## config.mk

```make
export PLATFORM = sky130hd
export DESIGN_NAME = mcu_power_ctrl
export DESIGN_NICKNAME = d
export VERILOG_FILES = /design/src/source/mcu_power_pkg.sv /design/src/source/bank_power_seq.sv /design/src/source/mcu_power_ctrl.sv /design/src/source/power_cmd_decoder.sv /design/src/source/power_event_collector.sv
export SDC_FILE = /design/constraint.sdc
export NUM_CORES = 1
export LEC_CHECK = 0
export BUFFER_PORTS_ARGS = -buffer_cell sky130_fd_sc_hd__buf_2
export CAP_MARGIN = 20
export CORE_ASPECT_RATIO = 0.75
export CORE_MARGIN = 2
export CORE_UTILIZATION = 40
export CTS_BUF_LIST = sky130_fd_sc_hd__clkbuf_2 sky130_fd_sc_hd__clkbuf_4 sky130_fd_sc_hd__clkbuf_8
export DETAILED_ROUTE_END_ITERATION = 8
export HOLD_SLACK_MARGIN = 0.06
export PLACE_DENSITY_LB_ADDON = 0.25
export SYNTH_ARGS = -nofsm -noshare
export SYNTH_HDL_FRONTEND = slang
export SYNTH_SLANG_ARGS = --single-unit
```

## constraint.sdc

```tcl
create_clock -name clk_i -period 3.5 [get_ports clk_i]
set_input_delay 0 -clock clk_i [delete_from_list [all_inputs] [get_ports clk_i]]
set_output_delay 0 -clock clk_i [all_outputs]
set_load 0.05 [all_outputs]
```

## src/source/mcu_power_pkg.sv

```systemverilog
// memory-bank power controller shared definitions
// bank index width, command and result codes, sequencer states

package mcu_power_pkg;

  localparam int BANK_IDX_W = 3;

  typedef logic [BANK_IDX_W-1:0] bank_idx_t;
  typedef logic [7:0]            ack_cnt_t;

  typedef enum logic [1:0] {
    OP_NONE      = 2'd0,
    OP_POWER_OFF = 2'd1,
    OP_POWER_ON  = 2'd2,
    OP_RETAIN    = 2'd3
  } power_op_t;

  typedef enum logic {
    RES_OK      = 1'b0,
    RES_TIMEOUT = 1'b1
  } power_result_t;

  // resting states first, then the three transition paths
  typedef enum logic [3:0] {
    ST_ON, ST_OFF, ST_RETAINED,
    ST_CLK_OFF, ST_ISO_ON, ST_WAIT_OFF,
    ST_WAIT_ON, ST_ISO_OFF, ST_CLK_ON,
    ST_RET_ON, ST_RET_OFF
  } bank_state_t;

endpackage

```

## src/source/bank_power_seq.sv

```systemverilog
// power sequencer for one memory bank
// drives switch, isolation, retention, clock gate and reset, all active low
`timescale 1ns/1ps

module bank_power_seq
  import mcu_power_pkg::*;
#(
  parameter int ACK_TIMEOUT = 20
) (
  input  logic          clk_i,
  input  logic          arst_n_i,
  input  logic          start_i,
  input  power_op_t     op_i,
  input  logic          switch_ack_ni,
  output logic          switch_no,
  output logic          iso_no,
  output logic          retentive_no,
  output logic          clkgate_en_no,
  output logic          rst_no,
  output logic          done_o,
  output power_result_t result_o
);

  localparam ack_cnt_t ACK_LAST = ack_cnt_t'(ACK_TIMEOUT - 1);

  bank_state_t   state_q;
  bank_state_t   state_d;
  power_op_t     op_q;
  ack_cnt_t      ack_cnt_q;
  logic          timeout_q;
  logic          timeout_d;
  logic          done_d;
  power_result_t res_d;
  logic          resting;
  logic          waiting;
  logic          ack_expired;

  assign resting     = state_q inside {ST_ON, ST_OFF, ST_RETAINED};
  assign waiting     = state_q inside {ST_WAIT_OFF, ST_WAIT_ON};
  assign ack_expired = ack_cnt_q == ACK_LAST;

  always_comb begin
    state_d   = state_q;
    timeout_d = timeout_q;
    done_d    = 1'b0;
    res_d     = RES_OK;
    if (start_i && resting) begin
      timeout_d = 1'b0;
    end
    case (state_q)
      ST_ON: begin
        if (start_i) begin
          if (op_i == OP_POWER_OFF || op_i == OP_RETAIN) begin
            state_d = ST_CLK_OFF;
          end else if (op_i == OP_POWER_ON) begin
            done_d = 1'b1;
          end
        end
      end
      ST_OFF: begin
        if (start_i) begin
          if (op_i == OP_POWER_ON) begin
            state_d = ST_WAIT_ON;
          end else if (op_i != OP_NONE) begin
            done_d = 1'b1;
          end
        end
      end
      ST_RETAINED: begin
        if (start_i) begin
          case (op_i)
            // bank is already isolated so it goes straight to the switch
            OP_POWER_OFF: state_d = ST_ISO_ON;
            OP_POWER_ON:  state_d = ST_RET_OFF;
            OP_RETAIN:    done_d = 1'b1;
            default:      state_d = ST_RETAINED;
          endcase
        end
      end
      ST_CLK_OFF: state_d = ST_ISO_ON;
      ST_ISO_ON: state_d = (op_q == OP_RETAIN) ? ST_RET_ON : ST_WAIT_OFF;
      ST_WAIT_OFF: begin
        if (!switch_ack_ni) begin
          state_d = ST_OFF;
          done_d  = 1'b1;
        end else if (ack_expired) begin
          // switch never opened so back out through the power-on path
          state_d   = ST_WAIT_ON;
          timeout_d = 1'b1;
        end
      end
      ST_WAIT_ON: begin
        if (switch_ack_ni) begin
          state_d = ST_ISO_OFF;
        end else if (ack_expired) begin
          state_d = ST_OFF;
          done_d  = 1'b1;
          res_d   = RES_TIMEOUT;
        end
      end
      ST_ISO_OFF: state_d = ST_CLK_ON;
      ST_RET_OFF: state_d = ST_CLK_ON;
      ST_CLK_ON: begin
        state_d = ST_ON;
        done_d  = 1'b1;
        res_d   = timeout_q ? RES_TIMEOUT : RES_OK;
      end
      ST_RET_ON: begin
        state_d = ST_RETAINED;
        done_d  = 1'b1;
      end
      default: state_d = ST_ON;
    endcase
  end

  always_ff @(posedge clk_i or negedge arst_n_i) begin
    if (!arst_n_i) begin
      state_q   <= ST_ON;
      timeout_q <= 1'b0;
      ack_cnt_q <= '0;
      done_o    <= 1'b0;
      result_o  <= RES_OK;
    end else begin
      state_q   <= state_d;
      timeout_q <= timeout_d;
      done_o    <= done_d;
      result_o  <= res_d;
      if (state_d != state_q || !waiting) begin
        ack_cnt_q <= '0;
      end else begin
        ack_cnt_q <= ack_cnt_q + 1'b1;
      end
    end
  end

  always_ff @(posedge clk_i) begin
    if (start_i && resting) begin
      op_q <= op_i;
    end
  end

  // pad levels per state
  // reset only asserted on a real power-off
  always_comb begin
    switch_no     = 1'b1;
    iso_no        = 1'b1;
    retentive_no  = 1'b1;
    clkgate_en_no = 1'b1;
    rst_no        = 1'b1;
    case (state_q)
      ST_ON: clkgate_en_no = 1'b1;
      ST_CLK_OFF, ST_ISO_OFF, ST_CLK_ON: clkgate_en_no = 1'b0;
      ST_ISO_ON: begin
        clkgate_en_no = 1'b0;
        iso_no        = 1'b0;
        rst_no        = (op_q == OP_RETAIN);
      end
      ST_WAIT_OFF, ST_OFF, ST_WAIT_ON: begin
        switch_no     = (state_q == ST_WAIT_ON);
        clkgate_en_no = 1'b0;
        iso_no        = 1'b0;
        rst_no        = 1'b0;
      end
      ST_RET_ON, ST_RETAINED, ST_RET_OFF: begin
        clkgate_en_no = 1'b0;
        iso_no        = 1'b0;
        retentive_no  = (state_q == ST_RET_OFF);
      end
      default: clkgate_en_no = 1'b1;
    endcase
    if (state_q == ST_ISO_OFF) begin
      rst_no = 1'b0;
    end
  end

endmodule

```

## src/source/mcu_power_ctrl.sv

```systemverilog
// memory-bank power controller top
// command decoder, one power sequencer per bank and the event collector
`timescale 1ns/1ps

module mcu_power_ctrl
  import mcu_power_pkg::*;
#(
  parameter int NUM_BANKS   = 6,
  parameter int ACK_TIMEOUT = 20
) (
  input  logic                 clk_i,
  input  logic                 arst_n_i,
  input  logic                 cmd_valid_i,
  input  bank_idx_t            cmd_bank_i,
  input  power_op_t            cmd_op_i,
  input  logic [NUM_BANKS-1:0] bank_switch_ack_ni,
  output logic [NUM_BANKS-1:0] bank_switch_no,
  output logic [NUM_BANKS-1:0] bank_iso_no,
  output logic [NUM_BANKS-1:0] bank_retentive_no,
  output logic [NUM_BANKS-1:0] bank_clkgate_en_no,
  output logic [NUM_BANKS-1:0] bank_rst_no,
  output logic                 cmd_error_o,
  output logic                 event_valid_o,
  output bank_idx_t            event_bank_o,
  output power_result_t        event_result_o
);

  logic [NUM_BANKS-1:0] bank_start;
  power_op_t            start_op;
  logic [NUM_BANKS-1:0] bank_done;
  logic [NUM_BANKS-1:0] bank_result;

  power_cmd_decoder #(
    .NUM_BANKS(NUM_BANKS)
  ) power_cmd_decoder_i (
    .clk_i,
    .arst_n_i,
    .cmd_valid_i,
    .cmd_bank_i,
    .cmd_op_i,
    .bank_start_o(bank_start),
    .start_op_o  (start_op),
    .cmd_error_o
  );

  for (genvar i = 0; i < NUM_BANKS; i++) begin : gen_bank
    bank_power_seq #(
      .ACK_TIMEOUT(ACK_TIMEOUT)
    ) bank_power_seq_i (
      .clk_i,
      .arst_n_i,
      .start_i      (bank_start[i]),
      .op_i         (start_op),
      .switch_ack_ni(bank_switch_ack_ni[i]),
      .switch_no    (bank_switch_no[i]),
      .iso_no       (bank_iso_no[i]),
      .retentive_no (bank_retentive_no[i]),
      .clkgate_en_no(bank_clkgate_en_no[i]),
      .rst_no       (bank_rst_no[i]),
      .done_o       (bank_done[i]),
      .result_o     (bank_result[i])
    );
  end

  power_event_collector #(
    .NUM_BANKS(NUM_BANKS)
  ) power_event_collector_i (
    .clk_i,
    .arst_n_i,
    .bank_done_i  (bank_done),
    .bank_result_i(bank_result),
    .event_valid_o,
    .event_bank_o,
    .event_result_o
  );

endmodule

```

## src/source/power_cmd_decoder.sv

```systemverilog
// power command decoder
// registers one command per strobe into a one-hot bank start or an error pulse
`timescale 1ns/1ps

module power_cmd_decoder
  import mcu_power_pkg::*;
#(
  parameter int NUM_BANKS = 6
) (
  input  logic                 clk_i,
  input  logic                 arst_n_i,
  input  logic                 cmd_valid_i,
  input  bank_idx_t            cmd_bank_i,
  input  power_op_t            cmd_op_i,
  output logic [NUM_BANKS-1:0] bank_start_o,
  output power_op_t            start_op_o,
  output logic                 cmd_error_o
);

  logic                 cmd_take;
  logic                 in_range;
  logic [NUM_BANKS-1:0] start_d;

  // an OP_NONE strobe is not a command
  assign cmd_take = cmd_valid_i && (cmd_op_i != OP_NONE);
  assign in_range = int'(cmd_bank_i) < NUM_BANKS;

  always_comb begin
    start_d = '0;
    for (int i = 0; i < NUM_BANKS; i++) begin
      start_d[i] = cmd_take && in_range && (cmd_bank_i == bank_idx_t'(i));
    end
  end

  always_ff @(posedge clk_i or negedge arst_n_i) begin
    if (!arst_n_i) begin
      bank_start_o <= '0;
      start_op_o   <= OP_NONE;
      cmd_error_o  <= 1'b0;
    end else begin
      bank_start_o <= start_d;
      cmd_error_o  <= cmd_take && !in_range;
      // op stays put until the next command
      if (cmd_take) begin
        start_op_o <= cmd_op_i;
      end
    end
  end

endmodule

```

## src/source/power_event_collector.sv

```systemverilog
// completion event collector
// keeps one pending flag per bank and emits the lowest pending bank each cycle
`timescale 1ns/1ps

module power_event_collector
  import mcu_power_pkg::*;
#(
  parameter int NUM_BANKS = 6
) (
  input  logic                 clk_i,
  input  logic                 arst_n_i,
  input  logic [NUM_BANKS-1:0] bank_done_i,
  input  logic [NUM_BANKS-1:0] bank_result_i,
  output logic                 event_valid_o,
  output bank_idx_t            event_bank_o,
  output power_result_t        event_result_o
);

  logic [NUM_BANKS-1:0] pending_q;
  logic [NUM_BANKS-1:0] result_q;
  logic [NUM_BANKS-1:0] clear;
  logic                 any_pending;
  bank_idx_t            sel;

  assign any_pending = |pending_q;

  // priority encoder, lowest index wins
  always_comb begin
    sel   = '0;
    clear = '0;
    for (int i = NUM_BANKS - 1; i >= 0; i--) begin
      if (pending_q[i]) begin
        sel = bank_idx_t'(i);
      end
    end
    if (any_pending) begin
      clear[sel] = 1'b1;
    end
  end

  always_ff @(posedge clk_i or negedge arst_n_i) begin
    if (!arst_n_i) begin
      pending_q      <= '0;
      event_valid_o  <= 1'b0;
      event_bank_o   <= '0;
      event_result_o <= RES_OK;
    end else begin
      // a fresh done outranks the clear of the same bank
      pending_q     <= (pending_q & ~clear) | bank_done_i;
      event_valid_o <= any_pending;
      if (any_pending) begin
        event_bank_o   <= sel;
        event_result_o <= power_result_t'(result_q[sel]);
      end
    end
  end

  always_ff @(posedge clk_i) begin
    for (int i = 0; i < NUM_BANKS; i++) begin
      if (bank_done_i[i]) begin
        result_q[i] <= bank_result_i[i];
      end
    end
  end

endmodule
```

# ---- Word-level counts from Yosys, hierarchy flattened
# Cells that the tools add are included.
dict set report op_classes {
  add_sub_neg 6
  magnitude_cmp 3
  eq_ne 86
  mux 208
  bitwise 3
  n_reduce_logical 88
}
# operator count
set ops {}
lappend ops {{$mux 4} 60}
lappend ops {{$pmux 4 s9} 6}
lappend ops {{$mux 1} 103}
lappend ops {{$eq 4x3->1 const B} 24}
lappend ops {{$eq 4x4->1 const B} 18}
lappend ops {{$pmux 4 s3} 6}
lappend ops {{$reduce_or 10->1} 6}
lappend ops {{$add 8x1->8 const B} 6}
lappend ops {{$eq 4x2->1 const B} 12}
lappend ops {{$eq 8x5->1 const B} 6}
lappend ops {{$mux 8} 6}
lappend ops {{$reduce_or 7->1} 6}
lappend ops {{$pmux 1 s6} 6}
lappend ops {{$reduce_or 3->1} 12}
lappend ops {{$eq 4x1->1 const B} 6}
lappend ops {{$logic_not 4->1} 6}
lappend ops {{$ne 4x4->1} 6}
lappend ops {{$pmux 1 s2} 12}
lappend ops {{$reduce_or 2->1} 12}
lappend ops {{$mux 3} 6}
lappend ops {{$reduce_bool 3->1} 6}
lappend ops {{$eq 2x2->1 const B} 8}
lappend ops {{$logic_and 1x1->1} 16}
lappend ops {{$reduce_bool 2->1} 8}
lappend ops {{other kinds (17)} 31}
dict set report totals {
  reg_bits 128
  input_bits 14
  out_inout_bits 36
  wordCells 443
}

# ---- Longest topological paths before layout
# Gate-level depths: netlist of run 1.
dict set report depth {
  ltp_word 14
  depth_mapped 8
  depth_no_buf 6
}

# ---- Modules after synthesis
# A second synthesis of run 1 with hierarchy kept.
dict set report unflattened {
  hier_cells 865
  area_unflattened_um2 8052.7
}
# mod instances cells_each area_each_um2 seq_area_each_um2
set modules_own_cells {}
lappend modules_own_cells {{bank_power_seq at gen_bank[0].bank_power_seq_i ...} 4 139 1216.2 435.4}
lappend modules_own_cells {{bank_power_seq at gen_bank[4].bank_power_seq_i ...} 2 115 1108.6 435.4}
lappend modules_own_cells {power_event_collector 1 53 651.9 455.4}
lappend modules_own_cells {power_cmd_decoder 1 26 319.1 225.2}

# ---- Worst setup path after synthesis of run 1
# Ideal clock, no wire load.
dict set report synth_path {
  kind {register to register}
  from {register gen_bank[0].bank_power_seq_i.ack_cnt_q[0]}
  to {register gen_bank[0].bank_power_seq_i.ack_cnt_q[2]}
  setup_time_ps 125
  arrival_time_ps 1780
  required_time_ps 3375
  path_slack_ps 1595
  stages_incl_launch_ff 7
  path_buffers 0
  period_less_slack_ps 1905
  path_cell_list {dfrtp_1 -> ha_1 -> or3b_2 -> o311ai_1 -> o31a_1 -> a2111o_1 -> nor2_1}
}
dict set report synth_between {
  elab_chain_len 7
  word_cells_on_any_way 10
  classes_between {add/sub (1); eq/ne (2); mux (6); reduce/logical (1)}
}
# element line_no
set synth_lines {}
lappend synth_lines {{from (decl)} bank_power_seq.sv:29} ;# ack_cnt_t ack_cnt_q;
lappend synth_lines {{from (signal assigned)} bank_power_seq.sv:131} ;# ack_cnt_q <= ack_cnt_q + 1'b1;
lappend synth_lines {{$eq 8x5->1} bank_power_seq.sv:40} ;# assign ack_expired = ack_cnt_q == ACK_LAST;
lappend synth_lines {{$mux 4 (on tied branches)} {bank_power_seq.sv:95, bank_power_seq.sv:86}}
lappend synth_lines {{$mux 4 (on tied branches)} {bank_power_seq.sv:93, bank_power_seq.sv:83}}
lappend synth_lines {{$pmux 4 s9} bank_power_seq.sv:50} ;# case (state_q)
lappend synth_lines {{$ne 4x4->1} bank_power_seq.sv:128} ;# if (state_d != state_q || !waiting) begin
lappend synth_lines {{$logic_or 1x1->1} bank_power_seq.sv:128}
lappend synth_lines {{$mux 8 (*)} bank_power_seq.sv:128}
# Every way passes the cells marked *; elsewhere a longest branch is shown, timed or not.
# A chain may end at the register's enable or synchronous reset.

# ---- Worst setup path in the final report of run 1
dict set report layout_path {
  from {register power_cmd_decoder_i.start_op_o[1]}
  to {register gen_bank[5].bank_power_seq_i.ack_cnt_q[7]}
}
dict set report layout_between {
  elab_chain_len 8
  word_cells_on_any_way 14
  classes_between {eq/ne (4); mux (8); reduce/logical (2)}
}
# element line_no
set layout_lines {}
lappend layout_lines {{from (decl)} power_cmd_decoder.sv:16} ;# output power_op_t start_op_o,
lappend layout_lines {{from (signal assigned)} power_cmd_decoder.sv:45} ;# start_op_o <= cmd_op_i;
lappend layout_lines {{$eq 2x1->1 or $eq 2x2->1 (tied branches)} {bank_power_seq.sv:53, bank_power_seq.sv:71}}
lappend layout_lines {{$logic_or 1x1->1} bank_power_seq.sv:53} ;# if (op_i == OP_POWER_OFF || op_i == OP_RETAIN) begin
lappend layout_lines {{$mux 4} bank_power_seq.sv:53}
lappend layout_lines {{$mux 4} bank_power_seq.sv:52} ;# if (start_i) begin
lappend layout_lines {{$pmux 4 s9 (*)} bank_power_seq.sv:50}
lappend layout_lines {{$ne 4x4->1 (*)} bank_power_seq.sv:128}
lappend layout_lines {{$logic_or 1x1->1 (*)} bank_power_seq.sv:128}
lappend layout_lines {{$mux 8 (*)} bank_power_seq.sv:128}
lappend layout_lines {{to (signal assigned)} bank_power_seq.sv:131}
lappend layout_lines {{to (decl)} bank_power_seq.sv:29}
# Marks and branches as above.

==> results of run 1 <==
## worst reg2reg max path, cell delays in order, from the launching register on
cell                       delay, ps
sky130_fd_sc_hd__dfrtp_1         750
sky130_fd_sc_hd__nand2b_1        410
sky130_fd_sc_hd__o31ai_1         330
sky130_fd_sc_hd__o31ai_1         100
sky130_fd_sc_hd__o21ai_1         530
sky130_fd_sc_hd__nor2_1          110
## power by group
group	internal, mW	switching [mW]	leakage, nW
registers	1.71	0.438	1.66
logic	0.866	2.05	1.58
clock network	0.836	0.588	0.227
## placed cells by master (no fill, tap or decap), types with 6 or more instances in the layout
cell,instances
sky130_fd_sc_hd__a31oi_1,7
sky130_fd_sc_hd__nand4_1,7
sky130_fd_sc_hd__o21ai_0,46
sky130_fd_sc_hd__buf_2,48
sky130_fd_sc_hd__dfrtp_1,110
sky130_fd_sc_hd__inv_1,28
sky130_fd_sc_hd__xnor2_1,10
sky130_fd_sc_hd__a21o_1,13
sky130_fd_sc_hd__nor2b_1,15
sky130_fd_sc_hd__buf_4,6
sky130_fd_sc_hd__or2_2,7
sky130_fd_sc_hd__a21oi_1,47
sky130_fd_sc_hd__o22ai_1,7
sky130_fd_sc_hd__a22o_1,8
sky130_fd_sc_hd__and3_1,12
sky130_fd_sc_hd__nor2_1,78
sky130_fd_sc_hd__nand2_1,75
sky130_fd_sc_hd__clkbuf_8,19
sky130_fd_sc_hd__xor2_1,26
sky130_fd_sc_hd__nor3_1,29
sky130_fd_sc_hd__o211ai_1,7
sky130_fd_sc_hd__ha_1,6
sky130_fd_sc_hd__nand3_1,37
sky130_fd_sc_hd__nand2b_1,27
sky130_fd_sc_hd__dlygate4sd3_1,19
sky130_fd_sc_hd__nor3b_1,11
sky130_fd_sc_hd__nor4_1,15
sky130_fd_sc_hd__edfxtp_1,18
sky130_fd_sc_hd__and2_1,6
sky130_fd_sc_hd__a22oi_1,6
## sequential cells by signal, indices dropped and copies added (netlist names), 2 cells and up
signal,cells
gen_bank.bank_power_seq_i.result_o,6
gen_bank.bank_power_seq_i.ack_cnt_q,48
power_event_collector_i.pending_q,6
power_event_collector_i.event_bank_o,3
power_cmd_decoder_i.start_op_o,2
gen_bank.bank_power_seq_i.done_o,6
power_event_collector_i.result_q,6
power_cmd_decoder_i.bank_start_o,6
gen_bank.bank_power_seq_i.timeout_q,6
gen_bank.bank_power_seq_i.op_q,12
gen_bank.bank_power_seq_i.state_q,24
## metrics by stage
step,hold WS (ps),setup slack (ps),util
2_1_floorplan,-295.6,1595,-
3_3_place_gp,49.66,1201,0.4173
3_5_place_dp,48.65,1108,0.4173
4_1_cts,104.8,1075,0.4518
5_1_grt,150.8,859.4,0.4518
6_report,108.6,1125,0.4518
## layer usage
metal / GRT usage / vias to the layer above
met1: 0.2893 / 2920
li1: - / 3002
met2: 0.2610 / 201
met4: 0.03795 / 0
met3: 0.04494 / 8
met5: 0 / -
## layout make-up
cell class / count / share of cell area
Multi-Input combinational cell: 597 / 0.4381
Sequential cell: 128 / 0.3984
Timing Repair Buffer: 74 / 0.05995
Tap cell: 247 / 0.03739
Clock buffer: 22 / 0.03436
Clock inverter: 10 / 0.01907
Inverter: 28 / 0.01272
## path summary, 6_finish.rpt
path / startpoint / to / slack [ps]
setup / recovery: power_cmd_decoder_i.start_op_o[1]$_DFFE_PN0P_ / gen_bank[5].bank_power_seq_i.ack_cnt_q[7]$_DFF_PN0_ / 1130
hold / removal: arst_n_i / gen_bank[1].bank_power_seq_i.ack_cnt_q[5]$_DFF_PN0_ / 110
setup reg to reg: power_cmd_decoder_i.start_op_o[1]$_DFFE_PN0P_ / gen_bank[5].bank_power_seq_i.ack_cnt_q[7]$_DFF_PN0_ / 1130
hold reg to reg: gen_bank[0].bank_power_seq_i.done_o$_DFF_PN0_ / power_event_collector_i.pending_q[0]$_DFF_PN0_ / 400
max in group asynchronous: arst_n_i / gen_bank[3].bank_power_seq_i.ack_cnt_q[5]$_DFF_PN0_ / 2620
min in group clk_i: gen_bank[0].bank_power_seq_i.done_o$_DFF_PN0_ / power_event_collector_i.pending_q[0]$_DFF_PN0_ / 400
## cells by family (layout without fill, tap and decap cells)
group                      Yosys count  in the layout
DFF                                128            128
and+or+nand+nor                    353            353
xor gates and xnor gates            36             36
buffers and inverters              100            134
adders and majority gates            6              6
muxes                                3              3
AOI/OAI and AO/OA                  199            199
==> summary.txt, run 1 <==
Final layout
  • Final Instance Count excl. Fillers: 1106
  • Area grow syn2layout: 11.57%
  • Number of filler instances in the final layout: approximately 1800
  • Final instance area: about 8300 µm²
  • Fraction of layout instances using a drive strength above 1: 0.1234
  • Final nets: slightly below 900
  • Antenna diodes: 0
  • Register area: around 3300 µm²
  • Area occupied by multi-input gates: ~3600 µm²

Die
  • Die height: roughly 120 µm
  • Starting Density: 0.4050
  • Top-level I/O count: 50
  • FP Rows: between 40 and 50
  • Full die area: a little under 20000 µm²
  • DIE WIDTH: 161.1 µm
  • Area of the core: between 15000 and 20000 µm²

Logic synthesis
  • Combinational family with the most area after synthesis: simple AND/OR/NAND/NOR gates
  • Synthesized cell area: ~7400 µm²
  • Post-synth top cells: sky130_fd_sc_hd__dfrtp_1, sky130_fd_sc_hd__nor2_1, sky130_fd_sc_hd__nand2_1, sky130_fd_sc_hd__a21oi_1, sky130_fd_sc_hd__o21ai_0
  • Synthesized flop and latch total: 128
  • Sequential-to-total area share from yosys stat: 0.4445
  • Number of synthesis warnings: 0
  • Count of flip-flops with a built-in enable after synthesis: 18
  • Share of async-settable or async-resettable flops after synthesis: 0.8594
  • Post-synthesis share of cell area spent on xor and xnor gates: 0.04256
  • Synthesized net count: about 850
  • Proportion of synthesized area in mux cells: 0.004053
  • Leading post-synthesis cells by cell area: sky130_fd_sc_hd__dfrtp_1, sky130_fd_sc_hd__edfxtp_1, sky130_fd_sc_hd__nor2_1
  • Mapped Cells: 825
  • Number of library cell types mapped by synthesis: 79
  • Post-Synthesis Mean Instance Area: between 8 and 9 µm²
  • Most frequent cell after synthesis: sky130_fd_sc_hd__dfrtp_1
  • Compound-gate portion of the synthesized area: 0.1831
  • Post-synthesis cell type with the largest combined area: sky130_fd_sc_hd__dfrtp_1
  • Primary FF master, synth: sky130_fd_sc_hd__dfrtp_1
  • Area share of fa/ha/maj cells after synthesis: 0.01013
  • Fraction of post-synthesis cell area in the top cell type by area: 0.3716
  • Post-synthesis share of cell area spent on and, or, nand and nor gates: 0.2489

Clock network
  • Number of cells upsized or downsized after cts: 0
  • TritonCTS Sinks: around 130
  • Worst-skew pair later-pin latency: 430 ps
  • Root Driver: sky130_fd_sc_hd__clkbuf_8
  • Number of buffers on the longest clock path: 2
  • CTS tree: yes
  • H-tree depth reported by CTS: 4
  • Buffers inserted during post-CTS setup optimization: 0
  • Number of CTS-inserted buffers: 17
  • Total of hold buffers inserted after clock tree synthesis: 19
  • Clock slew at reported path FFs: around 80 ps

Timing
  • Max-slew headroom at the worst pin: 0.3260
  • Crit path time final: about 2400 ps
  • RSZ-0062 raised after global routing: false
  • TNS Setup: 0 ps
  • Post-route clock period utilization: 0.6784
  • Pins Over Slew Limit: 0
  • Worst clock skew: around 11 ps
  • Transition time of the tightest slew-check pin: about 1000 ps
  • Max Fclk: approximately 420 MHz
  • Number of failing setup endpoints in the final timing report: 0
  • Final Hold Violating Endpoints: 0

Placed design
  • Final weighted congestion in routability-driven placement: 0.8743
  • Port Buf Inserts: 49
  • Total cell area at the placement stage: approximately 7600 µm²
  • Cell total after placement: ~1100
  • Placed wire-length estimate: roughly 12000 µm

Global route
  • Vias in the first global route: around 5600
  • Antenna violations before repair: 0
  • Maximum number of pins on one net before global-route repair: 68
  • Overall global routing resource usage: 0.1861
  • Wire length of the first global-routing pass: 29280 µm
  • Remaining global-route overflow: 0

Critical path
  • Nature of the critical path startpoint: flip-flop
  • Master of the slowest instance on the critical path: sky130_fd_sc_hd__dfrtp_1
  • Maximum fanout along the worst path: 20
  • Largest stage delay on the critical path: 750 ps
  • Kind of cell adding the most delay to the critical path: compound AO/OA/AOI/OAI gates
  • Number of logic stages on the critical path including buffering: 5
  • Worst R2R Path Depth: 5
  • Most common cell on crit path: sky130_fd_sc_hd__o31ai_1
  • Sequence of cells on the critical path: nand2b_1 -> o31ai_1 -> o31ai_1 -> o21ai_1 -> nor2_1
  • Crit path required time: around 3800 ps
  • Count of buffer and inverter cells on the critical path: 0
  • Crit Path Class: reg -> reg
  • Crit path capture type: flip-flop
  • Worst endpoint data arrival time: ~2700 ps

Route
  • Met2 Routed Length: 7182 µm
  • Average via count per standard cell: roughly 5.5
  • Overall routed net length: around 17000 µm
  • Average wire per cell in the routed design: approximately 16 µm
  • Number of detailed-routing iterations run before antenna repair: 5
  • Via Count: roughly 6000
  • DR iter-0 viols: between 500 and 600
  • Highest routed metal layer: met4
  • Met3 wire length: just under 1000 µm
  • Routed met1 length: 9158 µm
  • Number of nets with antenna violations after detailed routing: 0
  • Total DRC errors in the routed layout: 0

Power and ir drop
  • Overall power: between 6 and 7 mW
  • Leakage: 3.476 nW
  • Worst IR drop on VDD: 428.7 µV
  • Power per cell area: ~780 nW/µm²

Hold path
  • Worst hold-check path type: in -> async

Job
  • # Max-Cap Violations: 0

Outcome
  • Status: finished, final reports clean
Note: power is estimated with default switching activity, not from simulation.
==> run 2, diff against run 1 <==
==> constraint.sdc (replaced) <==
create_clock -name clk_i -period 2.15 [get_ports clk_i]
set_input_delay 0 -clock clk_i [delete_from_list [all_inputs] [get_ports clk_i]]
set_output_delay 0 -clock clk_i [all_outputs]
set_load 0.05 [all_outputs]
==> summary.txt, run 2 (synthesis results as in run 1) <==
Outcome
  • Status: finished, final reports clean (unchanged)

Critical path
  • Maximum fanout along the worst path: 8 (was 20)
  • Master of the slowest instance on the critical path: sky130_fd_sc_hd__dfrtp_1 (unchanged)
  • Kind of cell adding the most delay to the critical path: simple AND/OR/NAND/NOR gates (was compound AO/OA/AOI/OAI gates)
  • Sequence of cells on the critical path: or3_4 -> or2_0 -> or3_4 -> a31oi_4 -> nor3_1 (was nand2b_1 -> o31ai_1 -> o31ai_1 -> o21ai_1 -> nor2_1)
  • Largest stage delay on the critical path: 430 ps (was 750 ps)
  • Crit path capture type: flip-flop (unchanged)
  • Count of buffer and inverter cells on the critical path: 0 (unchanged)
  • Nature of the critical path startpoint: flip-flop (unchanged)
  • Worst endpoint data arrival time: 2370 ps (was 2670 ps)
  • Crit Path Class: reg -> reg (unchanged)
  • Most common cell on crit path: sky130_fd_sc_hd__or3_4 (was sky130_fd_sc_hd__o31ai_1)
  • Crit path required time: 2470 ps (was 3790 ps)

Clock network
  • TritonCTS Sinks: 128 (unchanged)
  • Number of CTS-inserted buffers: 17 (unchanged)
  • CTS tree: yes (unchanged)
  • Worst-skew pair later-pin latency: 450 ps (was 430 ps)
  • H-tree depth reported by CTS: 4 (unchanged)
  • Root Driver: sky130_fd_sc_hd__clkbuf_8 (unchanged)
  • Number of buffers on the longest clock path: 2 (unchanged)
  • Clock slew at reported path FFs: 80 ps (about the same)

Timing
  • Max Fclk: 486.5 MHz (was 421.1 MHz)
  • Transition time of the tightest slew-check pin: 609.3 ps (was 1000 ps)
  • Pins Over Slew Limit: 0 (unchanged)
  • Number of failing setup endpoints in the final timing report: 0 (unchanged)
  • Setup slack of the critical path after layout: 94.35 ps (was 1125 ps)
  • Max-slew headroom at the worst pin: 0.5938 (was 0.3260)
  • Worst clock skew: 16.10 ps (was 10.85 ps)
  • Final Hold Violating Endpoints: 0 (unchanged)
  • Crit path time final: 2056 ps (was 2375 ps)
  • Worst hold slack: 105.9 ps (was 108.6 ps)
  • Post-route clock period utilization: 0.9561 (was 0.6784)

Route
  • Number of detailed-routing iterations run before antenna repair: 5 (unchanged)
  • Via Count: 6260 (was 6131)
  • Average via count per standard cell: 5.439 (was 5.543)
  • Total DRC errors in the routed layout: 0 (unchanged)
  • Overall routed net length: 17910 µm (was 17400 µm)
  • Average wire per cell in the routed design: 15.56 µm (was 15.73 µm)
  • DR iter-0 viols: 578 (was 590)
  • Number of nets with antenna violations after detailed routing: 0 (unchanged)

Power and ir drop
  • Share of power burned in the clock network: 0.222 (was 0.220)
  • Power per cell area: 1270 nW/µm² (was 784.9 nW/µm²)
  • Fraction of power consumed by sequential logic: 0.297 (was 0.331)
  • Share of power burned in combinational logic: 0.481 (was 0.450)
  • Switching portion of total power: 0.4628 (was 0.4743)
  • Worst IR drop on VDD: 731.7 µV (was 428.7 µV)
  • Leakage: 3.719 nW (was 3.476 nW)
  • Power Internal: 5.926 mW (was 3.410 mW)
  • Net switching component of the power: 5.105 mW (was 3.077 mW)

Placed design
  • Final weighted congestion in routability-driven placement: 0.8726 (was 0.8743)
  • Placement-stage worst setup slack: 69.11 ps (was 1108 ps)
  • Port Buf Inserts: 49 (unchanged)
  • Cell total after placement: 1095 (was 1055)
  • Total cell area at the placement stage: 7946 µm² (was 7634 µm²)
  • Placed wire-length estimate: 12490 µm (was 11810 µm)

Final layout
  • Final core utilization: 0.4749 (was 0.4518)
  • Fraction of layout instances using a drive strength above 1: 0.1781 (was 0.1234)
  • Register ranked first by flip-flop count: gen_bank.bank_power_seq_i.ack_cnt_q (unchanged)
  • Commonest non-fill, non-tap cells in the layout: sky130_fd_sc_hd__dfrtp_1, sky130_fd_sc_hd__nor2_1, sky130_fd_sc_hd__nand2_1, sky130_fd_sc_hd__buf_4, sky130_fd_sc_hd__buf_2 (was sky130_fd_sc_hd__dfrtp_1, sky130_fd_sc_hd__nor2_1, sky130_fd_sc_hd__nand2_1, sky130_fd_sc_hd__buf_2, sky130_fd_sc_hd__a21oi_1)
  • Largest registers: gen_bank.bank_power_seq_i.ack_cnt_q x48, gen_bank.bank_power_seq_i.state_q x24, gen_bank.bank_power_seq_i.op_q x12 (unchanged)
  • Final instance area: 8687 µm² (was 8265 µm²)
  • Final nets: 911 (was 866)
  • Final Instance Count excl. Fillers: 1151 (was 1106)
  • Most common cell after layout, fill and taps aside: sky130_fd_sc_hd__dfrtp_1 (unchanged)
  • Area grow syn2layout: 17.26% (was 11.57%)
  • Number of flip-flops under the largest register name: 48 (unchanged)
  • Antenna diodes: 0 (unchanged)

Global route
  • Overall global routing resource usage: 0.1878 (was 0.1861)
  • Maximum number of pins on one net before global-route repair: 44 (was 68)
  • Vias in the first global route: 5732 (was 5643)
  • Wire length of the first global-routing pass: 29560 µm (was 29280 µm)
  • Remaining global-route overflow: 0 (unchanged)
  • Antenna violations before repair: 0 (unchanged)

Die
  • Starting Density: 0.4050 (unchanged)
  • Full die area: 19640 µm² (unchanged)
  • DIE WIDTH: 161.1 µm (unchanged)
  • FP Rows: 43 (unchanged)
  • Area of the core: 18290 µm² (unchanged)
  • Top-level I/O count: 50 (unchanged)
  • Die height: 121.9 µm (unchanged)

Job
  • # Max-Cap Violations: 0 (unchanged)

Hold path
  • Worst hold-check path type: in -> async (unchanged)
[run 2: cell types whose count changed in the layout (fill, tap and decap cells not counted), sizes merged]
| cell | delta |
|---|---|
| buf | +46 |
| bufinv | +1 |
| clkbuf | -3 |
| clkinv | +2 |
| clkinvlp | +1 |
| dlygate4sd3 | -1 |
| inv | -1 |
[run 2: what timing repair did]
action / 4_1_cts / 5_1_grt
hold buffers: 18 / 0
endpoints found under the hold margin: 143 / 0
gates resized for setup: 0 / 12
setup endpoints to repair: 0 / 38
setup buffers: 0 / 6
[run 2: cell type report]
class                      count  area (µm²)
fill                        1750        9605
timing repair buffer         119       843.3
clock inverter                13       210.2
tap                          247       309.0
multi-input combinational    597        3662
inverter                      28       105.1
clock buffer                  19       261.5
sequential                   128        3296
[run 2: path summary, 6_finish.rpt]
kind,slack (ps),cells past startpoint,end,startpoint
worst max-delay path,90,5,gen_bank[2].bank_power_seq_i.ack_cnt_q[6]$_DFF_PN0_,gen_bank[2].bank_power_seq_i.ack_cnt_q[2]$_DFF_PN0_
worst min-delay path,110,2,gen_bank[1].bank_power_seq_i.ack_cnt_q[1]$_DFF_PN0_,arst_n_i
worst max register to register,90,5,gen_bank[2].bank_power_seq_i.ack_cnt_q[6]$_DFF_PN0_,gen_bank[2].bank_power_seq_i.ack_cnt_q[2]$_DFF_PN0_
worst min register to register,390,0,power_event_collector_i.pending_q[0]$_DFF_PN0_,gen_bank[0].bank_power_seq_i.done_o$_DFF_PN0_
max in group asynchronous,1400,3,gen_bank[3].bank_power_seq_i.state_q[0]$_DFF_PN0_,arst_n_i
min in group clk_i,390,0,power_event_collector_i.pending_q[0]$_DFF_PN0_,gen_bank[0].bank_power_seq_i.done_o$_DFF_PN0_
[run 2: stage by stage]
| stage | TNS, ps | power (mW) |
|---|---|---|
| after floorplan | 0 | 7.653 |
| after global placement | 0 | 8.528 |
| after detailed placement | 0 | 8.531 |
| after CTS | 0 | 11.03 |
| after global routing | -2.847 | 11.68 |
| final | 0 | 11.03 |
[run 2: metal layers]
metal | GRT usage | vias up | part of all wire
met2 | 0.2524 | 221 | 0.41
li1 | - | 3075 | -
met3 | 0.04018 | 21 | 0.066
met5 | 0 | - | 0
met4 | 0.05915 | 0 | 0.0095
met1 | 0.2959 | 2943 | 0.51
[run 2: power by group through the flow]
stage                     Sequential (mW)  Clock [mW]  Combinational (mW)
after floorplan                      3.18           0                4.47
after global placement               3.30           0                5.22
after detailed placement             3.31           0                5.22
after CTS                            3.26        2.50                5.27
after global routing                 3.34        2.60                5.73
final                                3.28        2.44                5.31
